[config.mk]
export PLATFORM = sky130hd
export DESIGN_NAME = noncomp_slice
export DESIGN_NICKNAME = d
export VERILOG_FILES = /design/src/verilog/noncomp_slice_pkg.sv /design/src/verilog/operand_slicer.sv /design/src/verilog/pipe_chain.sv /design/src/verilog/noncomp_lane.sv /design/src/verilog/result_packer.sv /design/src/verilog/noncomp_slice.sv
export SDC_FILE = /design/constraint.sdc
export NUM_CORES = 1
export LEC_CHECK = 0
export BUFFER_PORTS_ARGS = -buffer_cell sky130_fd_sc_hd__buf_2
export CAP_MARGIN = 20
export CORE_ASPECT_RATIO = 1.1
export CORE_MARGIN = 4
export CORE_UTILIZATION = 50
export DETAILED_ROUTE_END_ITERATION = 10
export GPL_ROUTABILITY_DRIVEN = 0
export GPL_TIMING_DRIVEN = 0
export PLACE_DENSITY = 0.7
export REMOVE_ABC_BUFFERS = 1
export SYNTH_ARGS = -nofsm -noshare
export SYNTH_HDL_FRONTEND = slang
export SYNTH_SLANG_ARGS = --single-unit
[constraint.sdc]
create_clock -name clk_i -period 17.7 [get_ports clk_i]
set_clock_uncertainty 0.15 [all_clocks]
set_input_delay 1.77 -clock clk_i [delete_from_list [all_inputs] [get_ports clk_i]]
set_output_delay 1.77 -clock clk_i [all_outputs]
set_load 0.03 [all_outputs]
[src/verilog/noncomp_slice_pkg.sv]
package noncomp_slice_pkg;

  // Slice geometry, fixed by the FP32 / FP16x2 lane layout
  localparam int unsigned WIDTH     = 32;
  localparam int unsigned NUM_LANES = 2;

  typedef enum logic {
    FP32 = 1'b0,
    FP16 = 1'b1
  } fp_fmt_e;

  typedef enum logic [2:0] {
    SGNJ  = 3'd0,
    SGNJN = 3'd1,
    SGNJX = 3'd2,
    MIN   = 3'd3,
    MAX   = 3'd4
  } nc_op_e;

  typedef enum logic {
    BEFORE = 1'b0,
    AFTER  = 1'b1
  } pipe_config_e;

  // IEEE exception flags, only NV can be raised here
  typedef struct packed {
    logic NV;
    logic DZ;
    logic OF;
    logic UF;
    logic NX;
  } status_t;

  typedef logic [3:0] tag_t;

  localparam logic [31:0] CANON_NAN32 = 32'h7FC0_0000;
  localparam logic [15:0] CANON_NAN16 = 16'h7E00;

  // Request after slicing, lane 1 only ever holds an FP16 half
  typedef struct packed {
    logic [WIDTH-1:0]     a0;
    logic [WIDTH-1:0]     b0;
    logic [WIDTH/2-1:0]   a1;
    logic [WIDTH/2-1:0]   b1;
    nc_op_e               op;
    fp_fmt_e              fmt;
    logic                 vectorial;
    logic [NUM_LANES-1:0] mask;
    tag_t                 tag;
  } slice_req_t;

  typedef struct packed {
    logic [WIDTH-1:0]              res0;
    logic [WIDTH/2-1:0]            res1;
    status_t [NUM_LANES-1:0]       status;
    fp_fmt_e                       fmt;
    logic                          vectorial;
    logic [NUM_LANES-1:0]          mask;
    tag_t                          tag;
  } slice_rsp_t;

endpackage

[src/verilog/operand_slicer.sv]
module operand_slicer (
  input  logic [noncomp_slice_pkg::WIDTH-1:0]     operand_a_i,
  input  logic [noncomp_slice_pkg::WIDTH-1:0]     operand_b_i,
  input  noncomp_slice_pkg::nc_op_e               op_i,
  input  noncomp_slice_pkg::fp_fmt_e              fmt_i,
  input  logic                                    vectorial_i,
  input  logic [noncomp_slice_pkg::NUM_LANES-1:0] simd_mask_i,
  input  noncomp_slice_pkg::tag_t                 tag_i,
  output noncomp_slice_pkg::slice_req_t           req_o
);

  import noncomp_slice_pkg::*;

  localparam int unsigned HALF = WIDTH / 2;

  logic is_fp16;
  logic vectorial;

  assign is_fp16 = (fmt_i == FP16);

  // Vector mode exists only for FP16, an FP32 vector request runs scalar
  assign vectorial = vectorial_i & is_fp16;

  // ----------------------------------------
  // Lane operands
  // ----------------------------------------
  always_comb begin : place_operands
    if (is_fp16) begin
      // Low half goes to lane 0, boxed like a scalar FP16 register value
      req_o.a0 = {{HALF{1'b1}}, operand_a_i[HALF-1:0]};
      req_o.b0 = {{HALF{1'b1}}, operand_b_i[HALF-1:0]};
    end else begin
      req_o.a0 = operand_a_i;
      req_o.b0 = operand_b_i;
    end
    // Upper lane always sees the high half
    req_o.a1 = operand_a_i[WIDTH-1:HALF];
    req_o.b1 = operand_b_i[WIDTH-1:HALF];
  end

  // ----------------------------------------
  // Aux data travelling with the item
  // ----------------------------------------
  always_comb begin : build_aux
    req_o.op        = op_i;
    req_o.fmt       = fmt_i;
    req_o.vectorial = vectorial;
    req_o.tag       = tag_i;
    // Upper lane never reports status for a scalar operation
    req_o.mask      = {simd_mask_i[1] & vectorial, simd_mask_i[0]};
  end

endmodule

[src/verilog/pipe_chain.sv]
module pipe_chain #(
  parameter type         payload_t = logic,
  parameter int unsigned NumRegs   = 0
) (
  input  logic     clk_i,
  input  logic     rst_n_i,
  input  logic     flush_i,
  input  logic     in_valid_i,
  output logic     in_ready_o,
  input  payload_t in_data_i,
  output logic     out_valid_o,
  input  logic     out_ready_i,
  output payload_t out_data_o,
  output logic     busy_o
);

  // Index i holds the item after i register stages
  payload_t           stage_data [0:NumRegs];
  logic [NumRegs:0]   stage_valid;
  logic [NumRegs:0]   stage_ready;

  assign stage_data[0]  = in_data_i;
  assign stage_valid[0] = in_valid_i;

  for (genvar i = 0; i < NumRegs; i++) begin : gen_stage
    logic     valid_q;
    payload_t data_q;
    logic     load;

    // Advance when the next stage moves on or only holds a bubble
    assign stage_ready[i] = stage_ready[i+1] | ~stage_valid[i+1];
    assign load           = stage_ready[i] & stage_valid[i];

    always_ff @(posedge clk_i) begin
      if (!rst_n_i || flush_i) begin
        valid_q <= 1'b0;
      end else if (stage_ready[i]) begin
        valid_q <= stage_valid[i];
      end
    end

    // Payload only, no reset needed
    always_ff @(posedge clk_i) begin
      if (load) begin
        data_q <= stage_data[i];
      end
    end

    assign stage_valid[i+1] = valid_q;
    assign stage_data[i+1]  = data_q;
  end

  // Ready enters from the downstream side
  assign stage_ready[NumRegs] = out_ready_i;

  assign in_ready_o  = stage_ready[0];
  assign out_valid_o = stage_valid[NumRegs];
  assign out_data_o  = stage_data[NumRegs];

  if (NumRegs > 0) begin : gen_busy
    assign busy_o = |stage_valid[NumRegs:1];
  end else begin : gen_no_busy
    // Nothing can be held in a combinational chain
    assign busy_o = 1'b0;
  end

endmodule

[src/verilog/noncomp_lane.sv]
module noncomp_lane #(
  parameter bit Fp32Lane = 1'b1
) (
  input  logic [noncomp_slice_pkg::WIDTH-1:0] a_i,
  input  logic [noncomp_slice_pkg::WIDTH-1:0] b_i,
  input  noncomp_slice_pkg::nc_op_e           op_i,
  input  noncomp_slice_pkg::fp_fmt_e          fmt_i,
  output logic [noncomp_slice_pkg::WIDTH-1:0] result_o,
  output noncomp_slice_pkg::status_t          status_o
);

  import noncomp_slice_pkg::*;

  localparam int unsigned HALF = WIDTH / 2;

  logic             use16;
  logic             sign_a;
  logic             sign_b;
  logic [WIDTH-2:0] mag_a;
  logic [WIDTH-2:0] mag_b;
  logic             nan_a;
  logic             nan_b;
  logic             snan_a;
  logic             snan_b;
  logic [WIDTH-1:0] boxed_a;
  logic [WIDTH-1:0] boxed_b;
  logic [WIDTH-1:0] canon_nan;
  logic             a_lt_b;
  logic             inj_sign;
  logic [WIDTH-1:0] inj_result;

  // A lane without FP32 support folds this to a constant
  assign use16 = !Fp32Lane || (fmt_i == FP16);

  // ----------------------------------------
  // Operand classification
  // ----------------------------------------
  always_comb begin : classify
    if (use16) begin
      sign_a    = a_i[15];
      sign_b    = b_i[15];
      mag_a     = {{HALF{1'b0}}, a_i[14:0]};
      mag_b     = {{HALF{1'b0}}, b_i[14:0]};
      // Exponent 14:10, quiet bit 9
      nan_a     = (&a_i[14:10]) && (|a_i[9:0]);
      nan_b     = (&b_i[14:10]) && (|b_i[9:0]);
      snan_a    = nan_a && !a_i[9];
      snan_b    = nan_b && !b_i[9];
      boxed_a   = {{HALF{1'b1}}, a_i[HALF-1:0]};
      boxed_b   = {{HALF{1'b1}}, b_i[HALF-1:0]};
      canon_nan = {{HALF{1'b1}}, CANON_NAN16};
    end else begin
      sign_a    = a_i[31];
      sign_b    = b_i[31];
      mag_a     = a_i[30:0];
      mag_b     = b_i[30:0];
      // Exponent 30:23, quiet bit 22
      nan_a     = (&a_i[30:23]) && (|a_i[22:0]);
      nan_b     = (&b_i[30:23]) && (|b_i[22:0]);
      snan_a    = nan_a && !a_i[22];
      snan_b    = nan_b && !b_i[22];
      boxed_a   = a_i;
      boxed_b   = b_i;
      canon_nan = CANON_NAN32;
    end
  end

  // Sign-magnitude order, so -0 sorts below +0
  always_comb begin : compare
    if (sign_a != sign_b) begin
      a_lt_b = sign_a;
    end else if (sign_a) begin
      a_lt_b = mag_a > mag_b;
    end else begin
      a_lt_b = mag_a < mag_b;
    end
  end

  // Sign injection keeps the magnitude of a
  always_comb begin : sign_inject
    case (op_i)
      SGNJ:    inj_sign = sign_b;
      SGNJN:   inj_sign = ~sign_b;
      SGNJX:   inj_sign = sign_a ^ sign_b;
      default: inj_sign = sign_a;
    endcase
    if (use16) begin
      inj_result = {{HALF{1'b1}}, inj_sign, a_i[14:0]};
    end else begin
      inj_result = {inj_sign, a_i[30:0]};
    end
  end

  // ----------------------------------------
  // Result select
  // ----------------------------------------
  always_comb begin : select_result
    result_o = boxed_a;
    status_o = '0;
    case (op_i)
      SGNJ, SGNJN, SGNJX: begin
        result_o = inj_result;
      end
      MIN, MAX: begin
        status_o.NV = snan_a || snan_b;
        if (nan_a && nan_b) begin
          result_o = canon_nan;
        end else if (nan_a) begin
          result_o = boxed_b;
        end else if (nan_b) begin
          result_o = boxed_a;
        end else if (a_lt_b == (op_i == MIN)) begin
          result_o = boxed_a;
        end else begin
          result_o = boxed_b;
        end
      end
      default: begin
        result_o = boxed_a;
      end
    endcase
  end

endmodule

[src/verilog/result_packer.sv]
module result_packer (
  input  noncomp_slice_pkg::slice_rsp_t       rsp_i,
  output logic [noncomp_slice_pkg::WIDTH-1:0] result_o,
  output noncomp_slice_pkg::status_t          status_o,
  output noncomp_slice_pkg::tag_t             tag_o
);

  import noncomp_slice_pkg::*;

  localparam int unsigned HALF = WIDTH / 2;

  // ----------------------------------------
  // Result word
  // ----------------------------------------
  always_comb begin : pack_result
    if (rsp_i.fmt == FP32) begin
      result_o = rsp_i.res0;
    end else if (rsp_i.vectorial) begin
      // Lane 1 in the upper half
      result_o = {rsp_i.res1, rsp_i.res0[HALF-1:0]};
    end else begin
      // Scalar FP16 gets NaN-boxed
      result_o = {{HALF{1'b1}}, rsp_i.res0[HALF-1:0]};
    end
  end

  // ----------------------------------------
  // Status collapse
  // ----------------------------------------
  always_comb begin : collapse_status
    status_t acc;
    acc = '0;
    for (int i = 0; i < int'(NUM_LANES); i++) begin
      // Masked lanes still compute but stay silent
      acc = acc | (rsp_i.status[i] & {5{rsp_i.mask[i]}});
    end
    status_o = acc;
  end

  assign tag_o = rsp_i.tag;

endmodule

[src/verilog/noncomp_slice.sv]
module noncomp_slice #(
  parameter int unsigned                     NumPipeRegs = 2,
  parameter noncomp_slice_pkg::pipe_config_e PipeConfig  = noncomp_slice_pkg::BEFORE
) (
  input  logic                                    clk_i,
  input  logic                                    rst_n_i,
  // Input side
  input  logic [noncomp_slice_pkg::WIDTH-1:0]     operand_a_i,
  input  logic [noncomp_slice_pkg::WIDTH-1:0]     operand_b_i,
  input  noncomp_slice_pkg::nc_op_e               op_i,
  input  noncomp_slice_pkg::fp_fmt_e              fmt_i,
  input  logic                                    vectorial_i,
  input  logic [noncomp_slice_pkg::NUM_LANES-1:0] simd_mask_i,
  input  noncomp_slice_pkg::tag_t                 tag_i,
  input  logic                                    in_valid_i,
  output logic                                    in_ready_o,
  input  logic                                    flush_i,
  // Output side
  output logic [noncomp_slice_pkg::WIDTH-1:0]     result_o,
  output noncomp_slice_pkg::status_t              status_o,
  output noncomp_slice_pkg::tag_t                 tag_o,
  output logic                                    out_valid_o,
  input  logic                                    out_ready_i,
  output logic                                    busy_o
);

  import noncomp_slice_pkg::*;

  // All registers land on one side of the lanes
  localparam int unsigned REGS_BEFORE = (PipeConfig == BEFORE) ? NumPipeRegs : 0;
  localparam int unsigned REGS_AFTER  = NumPipeRegs - REGS_BEFORE;
  localparam int unsigned HALF        = WIDTH / 2;

  slice_req_t req_d;
  slice_req_t req_q;
  slice_rsp_t rsp_d;
  slice_rsp_t rsp_q;

  logic lane_valid;
  logic lane_ready;
  logic busy_before;
  logic busy_after;

  logic [NUM_LANES-1:0][WIDTH-1:0] lane_result;
  status_t [NUM_LANES-1:0]         lane_status;

  // ----------------------------------------
  // Input side
  // ----------------------------------------
  operand_slicer i_operand_slicer (
    .operand_a_i (operand_a_i),
    .operand_b_i (operand_b_i),
    .op_i        (op_i),
    .fmt_i       (fmt_i),
    .vectorial_i (vectorial_i),
    .simd_mask_i (simd_mask_i),
    .tag_i       (tag_i),
    .req_o       (req_d)
  );

  pipe_chain #(
    .payload_t (slice_req_t),
    .NumRegs   (REGS_BEFORE)
  ) i_pipe_before (
    .clk_i       (clk_i),
    .rst_n_i     (rst_n_i),
    .flush_i     (flush_i),
    .in_valid_i  (in_valid_i),
    .in_ready_o  (in_ready_o),
    .in_data_i   (req_d),
    .out_valid_o (lane_valid),
    .out_ready_i (lane_ready),
    .out_data_o  (req_q),
    .busy_o      (busy_before)
  );

  // ----------------------------------------
  // Lanes
  // ----------------------------------------
  noncomp_lane #(.Fp32Lane(1'b1)) i_lane0 (
    .a_i      (req_q.a0),
    .b_i      (req_q.b0),
    .op_i     (req_q.op),
    .fmt_i    (req_q.fmt),
    .result_o (lane_result[0]),
    .status_o (lane_status[0])
  );

  // Upper lane is FP16 only
  noncomp_lane #(.Fp32Lane(1'b0)) i_lane1 (
    .a_i      ({{HALF{1'b1}}, req_q.a1}),
    .b_i      ({{HALF{1'b1}}, req_q.b1}),
    .op_i     (req_q.op),
    .fmt_i    (req_q.fmt),
    .result_o (lane_result[1]),
    .status_o (lane_status[1])
  );

  always_comb begin : assemble_rsp
    rsp_d.res0      = lane_result[0];
    rsp_d.res1      = lane_result[1][HALF-1:0];
    rsp_d.status    = lane_status;
    rsp_d.fmt       = req_q.fmt;
    rsp_d.vectorial = req_q.vectorial;
    rsp_d.mask      = req_q.mask;
    rsp_d.tag       = req_q.tag;
  end

  // ----------------------------------------
  // Output side
  // ----------------------------------------
  pipe_chain #(
    .payload_t (slice_rsp_t),
    .NumRegs   (REGS_AFTER)
  ) i_pipe_after (
    .clk_i       (clk_i),
    .rst_n_i     (rst_n_i),
    .flush_i     (flush_i),
    .in_valid_i  (lane_valid),
    .in_ready_o  (lane_ready),
    .in_data_i   (rsp_d),
    .out_valid_o (out_valid_o),
    .out_ready_i (out_ready_i),
    .out_data_o  (rsp_q),
    .busy_o      (busy_after)
  );

  result_packer i_result_packer (
    .rsp_i    (rsp_q),
    .result_o (result_o),
    .status_o (status_o),
    .tag_o    (tag_o)
  );

  assign busy_o = busy_before | busy_after;

endmodule

== Yosys cells after proc, flatten, opt, wreduce, memory -nomap -nowiden ==
Cells that the tools add are included.
Cells by class
  order comparisons: 4
  muxes and demuxes: 32
  reduce and logical (&&, ||, !) cells: 40
  bitwise logic cells: 15
  equal/unequal tests: 8
Operators with widths (number)
  32-bit two-way mux: 10
  16-bit two-way mux: 4
  32-bit case mux with 2 select lines: 1
  31-bit two-way mux: 2
  23-bit OR reduction: 2
  10-bit OR reduction: 4
  16-bit case mux with 2 select lines: 1
  31-bit greater-than comparator: 1
  31-bit less-than comparator: 1
  5-bit AND reduction: 4
  8-bit AND reduction: 2
  15-bit greater-than comparator: 1
  15-bit less-than comparator: 1
  1-bit logical AND: 14
  1-bit two-way mux: 12
  5-bit bitwise AND: 2
  1-bit logical NOT: 7
  3-bit by 2-bit equality test with 1-bit output (second input constant): 2
  1-bit case mux with 3 select lines: 2
  5-bit OR: 1
  1-bit bitwise AND: 4
  1-bit inverter: 4
  2-bit OR reduction: 2
  3-bit by 1-bit equality test with 1-bit output (second input constant): 1
  other kinds (8): 14
Storage, ports and cells
  bits of input ports: 80
  bits in registers: 216
  output and inout port bits: 44
  logic and storage cells: 121

== Depth between registers and ports, before layout ==
  depth in word-level cells: 12
  mapped depth: 17
  gate-level depth less buffers: 12

== By module ==
Synthesis repeated with hierarchy kept, for this count alone.
Second synthesis, totals
  cells, all modules: 913
  area total of the unflattened synthesis: 11337.1 µm²
By module, submodules not included
  pipe_chain at i_pipe_before: times used 1, area each 6541.3 µm², sequential area each 6466.2 µm², cells an instance 226
  noncomp_lane at i_lane0: times used 1, area each 1999.4 µm², sequential area each 0.0 µm², cells an instance 306
  noncomp_lane at i_lane1: times used 1, area each 1077.3 µm², sequential area each 0.0 µm², cells an instance 149
  operand_slicer: times used 1, area each 802.0 µm², sequential area each 0.0 µm², cells an instance 111
  pipe_chain at i_pipe_after: times used 1, area each 521.8 µm², sequential area each 0.0 µm², cells an instance 70
  result_packer: times used 1, area each 385.4 µm², sequential area each 0.0 µm², cells an instance 49
  noncomp_slice: times used 1, area each 10.0 µm², sequential area each 0.0 µm², cells an instance 2

== Worst setup path after synthesis ==
Ideal clock, no wire load.
  kind: input -> register
  start point: input port out_ready_i
  end point: register i_pipe_before.gen_stage[1].data_q (netlist bit i_pipe_before.out_data_o[0]), enable pin
  data arrival time: 6.586 ns
  path buffers: 0
  setup time: 0.587 ns
  required time: 16.963 ns
  cell stages on the path: 2
  slack: 10.377 ns
  cell sequence: nor2b_1 > nor2b_1
Between the ends
  longest elaborated chain between the ends: 2
Ends and longest elaborated chain
  start, declared: RTL line noncomp_slice.sv:23  | input logic out_ready_i,
  1-bit OR: RTL line pipe_chain.sv:31  | assign stage_ready[i] = stage_ready[i+1] | ~stage_valid[i+1];
  1-bit bitwise AND: RTL line pipe_chain.sv:32  | assign load = stage_ready[i] & stage_valid[i];
  via i_pipe_before.gen_stage[1].load: RTL line pipe_chain.sv:28  | logic load;
  end signal, assigned: RTL line pipe_chain.sv:45  | data_q <= stage_data[i];
  end, declared: RTL line pipe_chain.sv:27  | payload_t data_q;
The timed path passes the listed nets, and every way through them passes these cells.
A chain may end at the register's enable or synchronous reset.

== Worst setup path after layout ==
  start point: register i_pipe_before.gen_stage[1].data_q (netlist bit i_pipe_before.out_data_o[7])
  end point: output port result_o[31] in the netlist's numbering
Between the ends
  longest elaborated chain between the ends: 11
  elaborated cells on any way between the ends: 26
  those cells by class: order compare (2); eq/ne (2); mux (19); bitwise (2); reduce/logical (1)
Ends and longest elaborated chain
  31-bit two-way mux: RTL line noncomp_lane.sv:39  | if (use16) begin
  31-bit less-than comparator / 31-bit greater-than comparator (equally long branches): RTL line noncomp_lane.sv:75, noncomp_lane.sv:73
  1-bit two-way mux: RTL line noncomp_lane.sv:72  | end else if (sign_a) begin
  1-bit two-way mux: RTL line noncomp_lane.sv:70  | if (sign_a != sign_b) begin
  1-bit equality test: RTL line noncomp_lane.sv:112  | end else if (a_lt_b == (op_i == MIN)) begin
  32-bit two-way mux: RTL line noncomp_lane.sv:112
  32-bit two-way mux: RTL line noncomp_lane.sv:110  | end else if (nan_b) begin
  32-bit two-way mux: RTL line noncomp_lane.sv:108  | end else if (nan_a) begin
  32-bit two-way mux: RTL line noncomp_lane.sv:106  | if (nan_a && nan_b) begin
  32-bit case mux with 2 select lines: RTL line noncomp_lane.sv:100  | case (op_i)
  32-bit two-way mux (*): RTL line result_packer.sv:16  | if (rsp_i.fmt == FP32) begin
  end, declared: RTL line noncomp_slice.sv:19  | output logic [noncomp_slice_pkg::WIDTH-1:0] result_o,
Mark *: on every way between the ends. The rest lies on a longest branch, timed or not.

==> reports/metrics.yaml <==
outcome: "finished clean"
leakage_nw: 4.309
final_antenna_net_count: 0
drc: 0
critPathTopFamily: "simple AND/OR/NAND/NOR gates"
grt_use_total_pct: 18.81
fin_crit_sh_pct: 43.28
num_antenna_cells: 0
layout-drive-gt1-share_pct: 24.27
setup_viol: 0
maxSlewViolCount: 0
hold_buffers: 0
rsz0062_at_grt: "false"
portBuffers: 119
grt_max_degree: 57
synth_ff_type: "edfxtp_1"
worstSkewPairLatency_ns: 0.50
critPathKind: "reg -> out"
tightest_slew_ns: 0.8956
vias_per_cell: 5.718
syn_area_per_cell_um2: 13.43
ios: 124
setup_ws_ns: 10.04
ys_seq_area_share_pct: 64.82
final_util_pct: 58.78
crit_buf_inv: 3
syn-instance-count: 743
area_delta_synth_final_pct: 14.10
end_kind: "primary output"
wl_mm: 21.15
cts_tree: "done"
synth_cell_types: 68
rows: 53
die_area_um2: 22280
hold_path.class: "reg -> reg"
clkTransAtPathRegs_ns: 0.06
finalInstanceArea_um2: 11380
critical_path_peak_fanout: 25
crit_chain: "buf_16 > inv_1 > nand2_1 > ha_1 > nand4_2 > a2111oi_0 > or4_4 > mux2i_1 > a211oi_1 > nor3b_2 > a22oi_1 > a211oi_1 > buf_2"
synth_area_leader_cell: "edfxtp_1"
cts-buffers-inserted: 22
yosysWarnings: 0
clock_path_buffers: 3
first_global_vias: 6271
hold_viol_final: 0
first_iter_violations: 547
vdd_drop_max_uv: 83.03
synth.area.top_cells: "edfxtp_1, ha_1, or2_2"
synth_seq_cells: 216
drt_pass1_iterations: 5
hpwlAfterDp_mm: 15.26
clock-root-buffer: "clkbuf_16"
startpoint_type: "flip-flop"
relSlewSlack_pct: 40.23
async_flop_share_pct: 0
synth_edf_count: 214
dr_total_vias: 6336
cpMostUsedCell: "a211oi_1"
htreeDepth: 1
syn_area_um2: 9976
antenna_found_initial: 0
wl_per_cell_um: 19.09
cts_resized: 0
dp_slack_ns: 10.45
start_util_pct: 51.52
period_minus_slack_ns: 7.661
power_density_nw_per_um2: 96.04
dieWidth_um: 142.7
core-area_um2: 19360
post-cts-setup-buffers: 0
final.setup.tns_ns: 0
crit_path_top_delay_cell: "nor3b_2"
die_y_um: 156.1
synth_top_cell_area_share_pct: 64.42
cpPeakStageDelay_ns: 0.78
grt_first_pass_wirelength_mm: 33.10
grt_overflow: 0
nets: 974
drv_cap: 0
fmax_mhz: 130.5
dpl_cell_area_um2: 10730
clock_sinks: 216
cp.arrival_ns: 5.74
required_ns: 15.78
[where the power goes]
part / internal (mW) / switching, mW / total, mW / leakage (nW)
combinational: 0.0302 / 0.0489 / 0.0791 / 1.98
clock: 0.236 / 0.179 / 0.416 / 0.310
sequential: 0.588 / 0.0108 / 0.598 / 2.02
total: 0.854 / 0.239 / 1.09 / 4.31
[metrics by stage]
step | power (mW) | hold slack (ns) | std cells
6_report | 1.093 | 0.2578 | 1108
5_1_grt | 1.138 | 0.2723 | 1108
4_1_cts | 1.104 | 0.2621 | 1107
3_5_place_dp | 0.6880 | 0.2545 | 1070
3_3_place_gp | 0.6867 | 0.2501 | 1065
2_1_floorplan | 0.6565 | 0.2503 | 699
[cell usage in the layout, fill, tap and decap left out, types with 4 or more instances in the layout]
master and instances:
nand2b_1 6, mux2i_1 8, conb_1 4, nor3_1 18
o211a_1 5, or3_1 5, and3_1 7, clkbuf_1 6
o221ai_1 5, clkbuf_16 23, nor2b_1 21, o21bai_1 6
a22o_1 9, nand2_1 45, a21oi_1 29, buf_2 119
o21ai_0 20, ha_1 46, a31oi_1 8, or2_2 35
nor4_1 14, clkinv_2 4, nand3_1 17, o2bb2ai_1 4
o211ai_1 8, nor2_1 27, inv_1 38, a211oi_1 10
nand4_1 25, a221oi_1 4, a21o_1 6, and2_1 5
edfxtp_1 214
[worst register-to-register path, cell delays in order (launching register included)]
cell	delay, ns
dfxtp_1	0.31
nor2b_1	0.18
nand2_1	0.10
and2_4	0.62
buf_16	0.33
[state kept, by name, summed over array words and instances (netlist names)]
register                         count
i_pipe_before.gen_stage.data_q     107
i_pipe_before.gen_stage.valid_q      1
i_pipe_before.out_data_o           107
i_pipe_before.out_valid_o            1
[layer usage]
layer	track usage, %	up-vias	wire length [um]
li1	-	3037	-
met3	3.311	43	1362
met2	30.62	216	10340
met5	0	-	0
met1	25.76	3040	8926
met4	6.383	0	527
[cell usage after synthesis, types with 9 or more instances]
master,instances
nor2_1,27
edfxtp_1,214
nor4_1,14
nand4_1,25
inv_1,38
nor3_1,18
a211oi_1,10
or2_2,35
ha_1,46
a22o_1,9
a21oi_1,29
buf_4,24
nand2_1,45
nor2b_1,22
clkbuf_1,14
nand3_1,17
o21ai_0,20
[cell families after synthesis]
group	after synthesis	share of synthesized area (%)
fa+ha+maj	46	5.769
xor+xnor	1	0.08781
compound gates	143	10.30
simple gates	240	13.43
buf+inv	85	4.377
mux	11	1.179
flops	216	64.82
other cells	1	0.03759
[worst paths after layout]
| check | start | end | slack (ns) | cells after the start |
|---|---|---|---|---|
| hold reg to reg | i_pipe_before.gen_stage[0].data_q[67] | i_pipe_before.out_data_o[67] | 0.26 | 0 |
| setup reg to reg | i_pipe_before.out_valid_o | i_pipe_before.gen_stage[0].data_q[21] | 15.63 | 4 |
| setup / recovery | i_pipe_before.out_data_o[7] | result_o[31] | 10.04 | 13 |
| hold / removal | i_pipe_before.gen_stage[0].data_q[67] | i_pipe_before.out_data_o[67] | 0.26 | 0 |
[area by class of cell]
cell class | instances | area [um^2]
Fill cell | 1542 | 7981
Multi-Input combinational cell | 445 | 3094
Tap cell | 247 | 309.0
Clock buffer | 29 | 598.1
Sequential cell | 216 | 6466
Inverter | 38 | 142.6
Timing Repair Buffer | 125 | 729.5
Clock inverter | 8 | 42.54
Note: power is estimated with default switching activity, not from simulation.
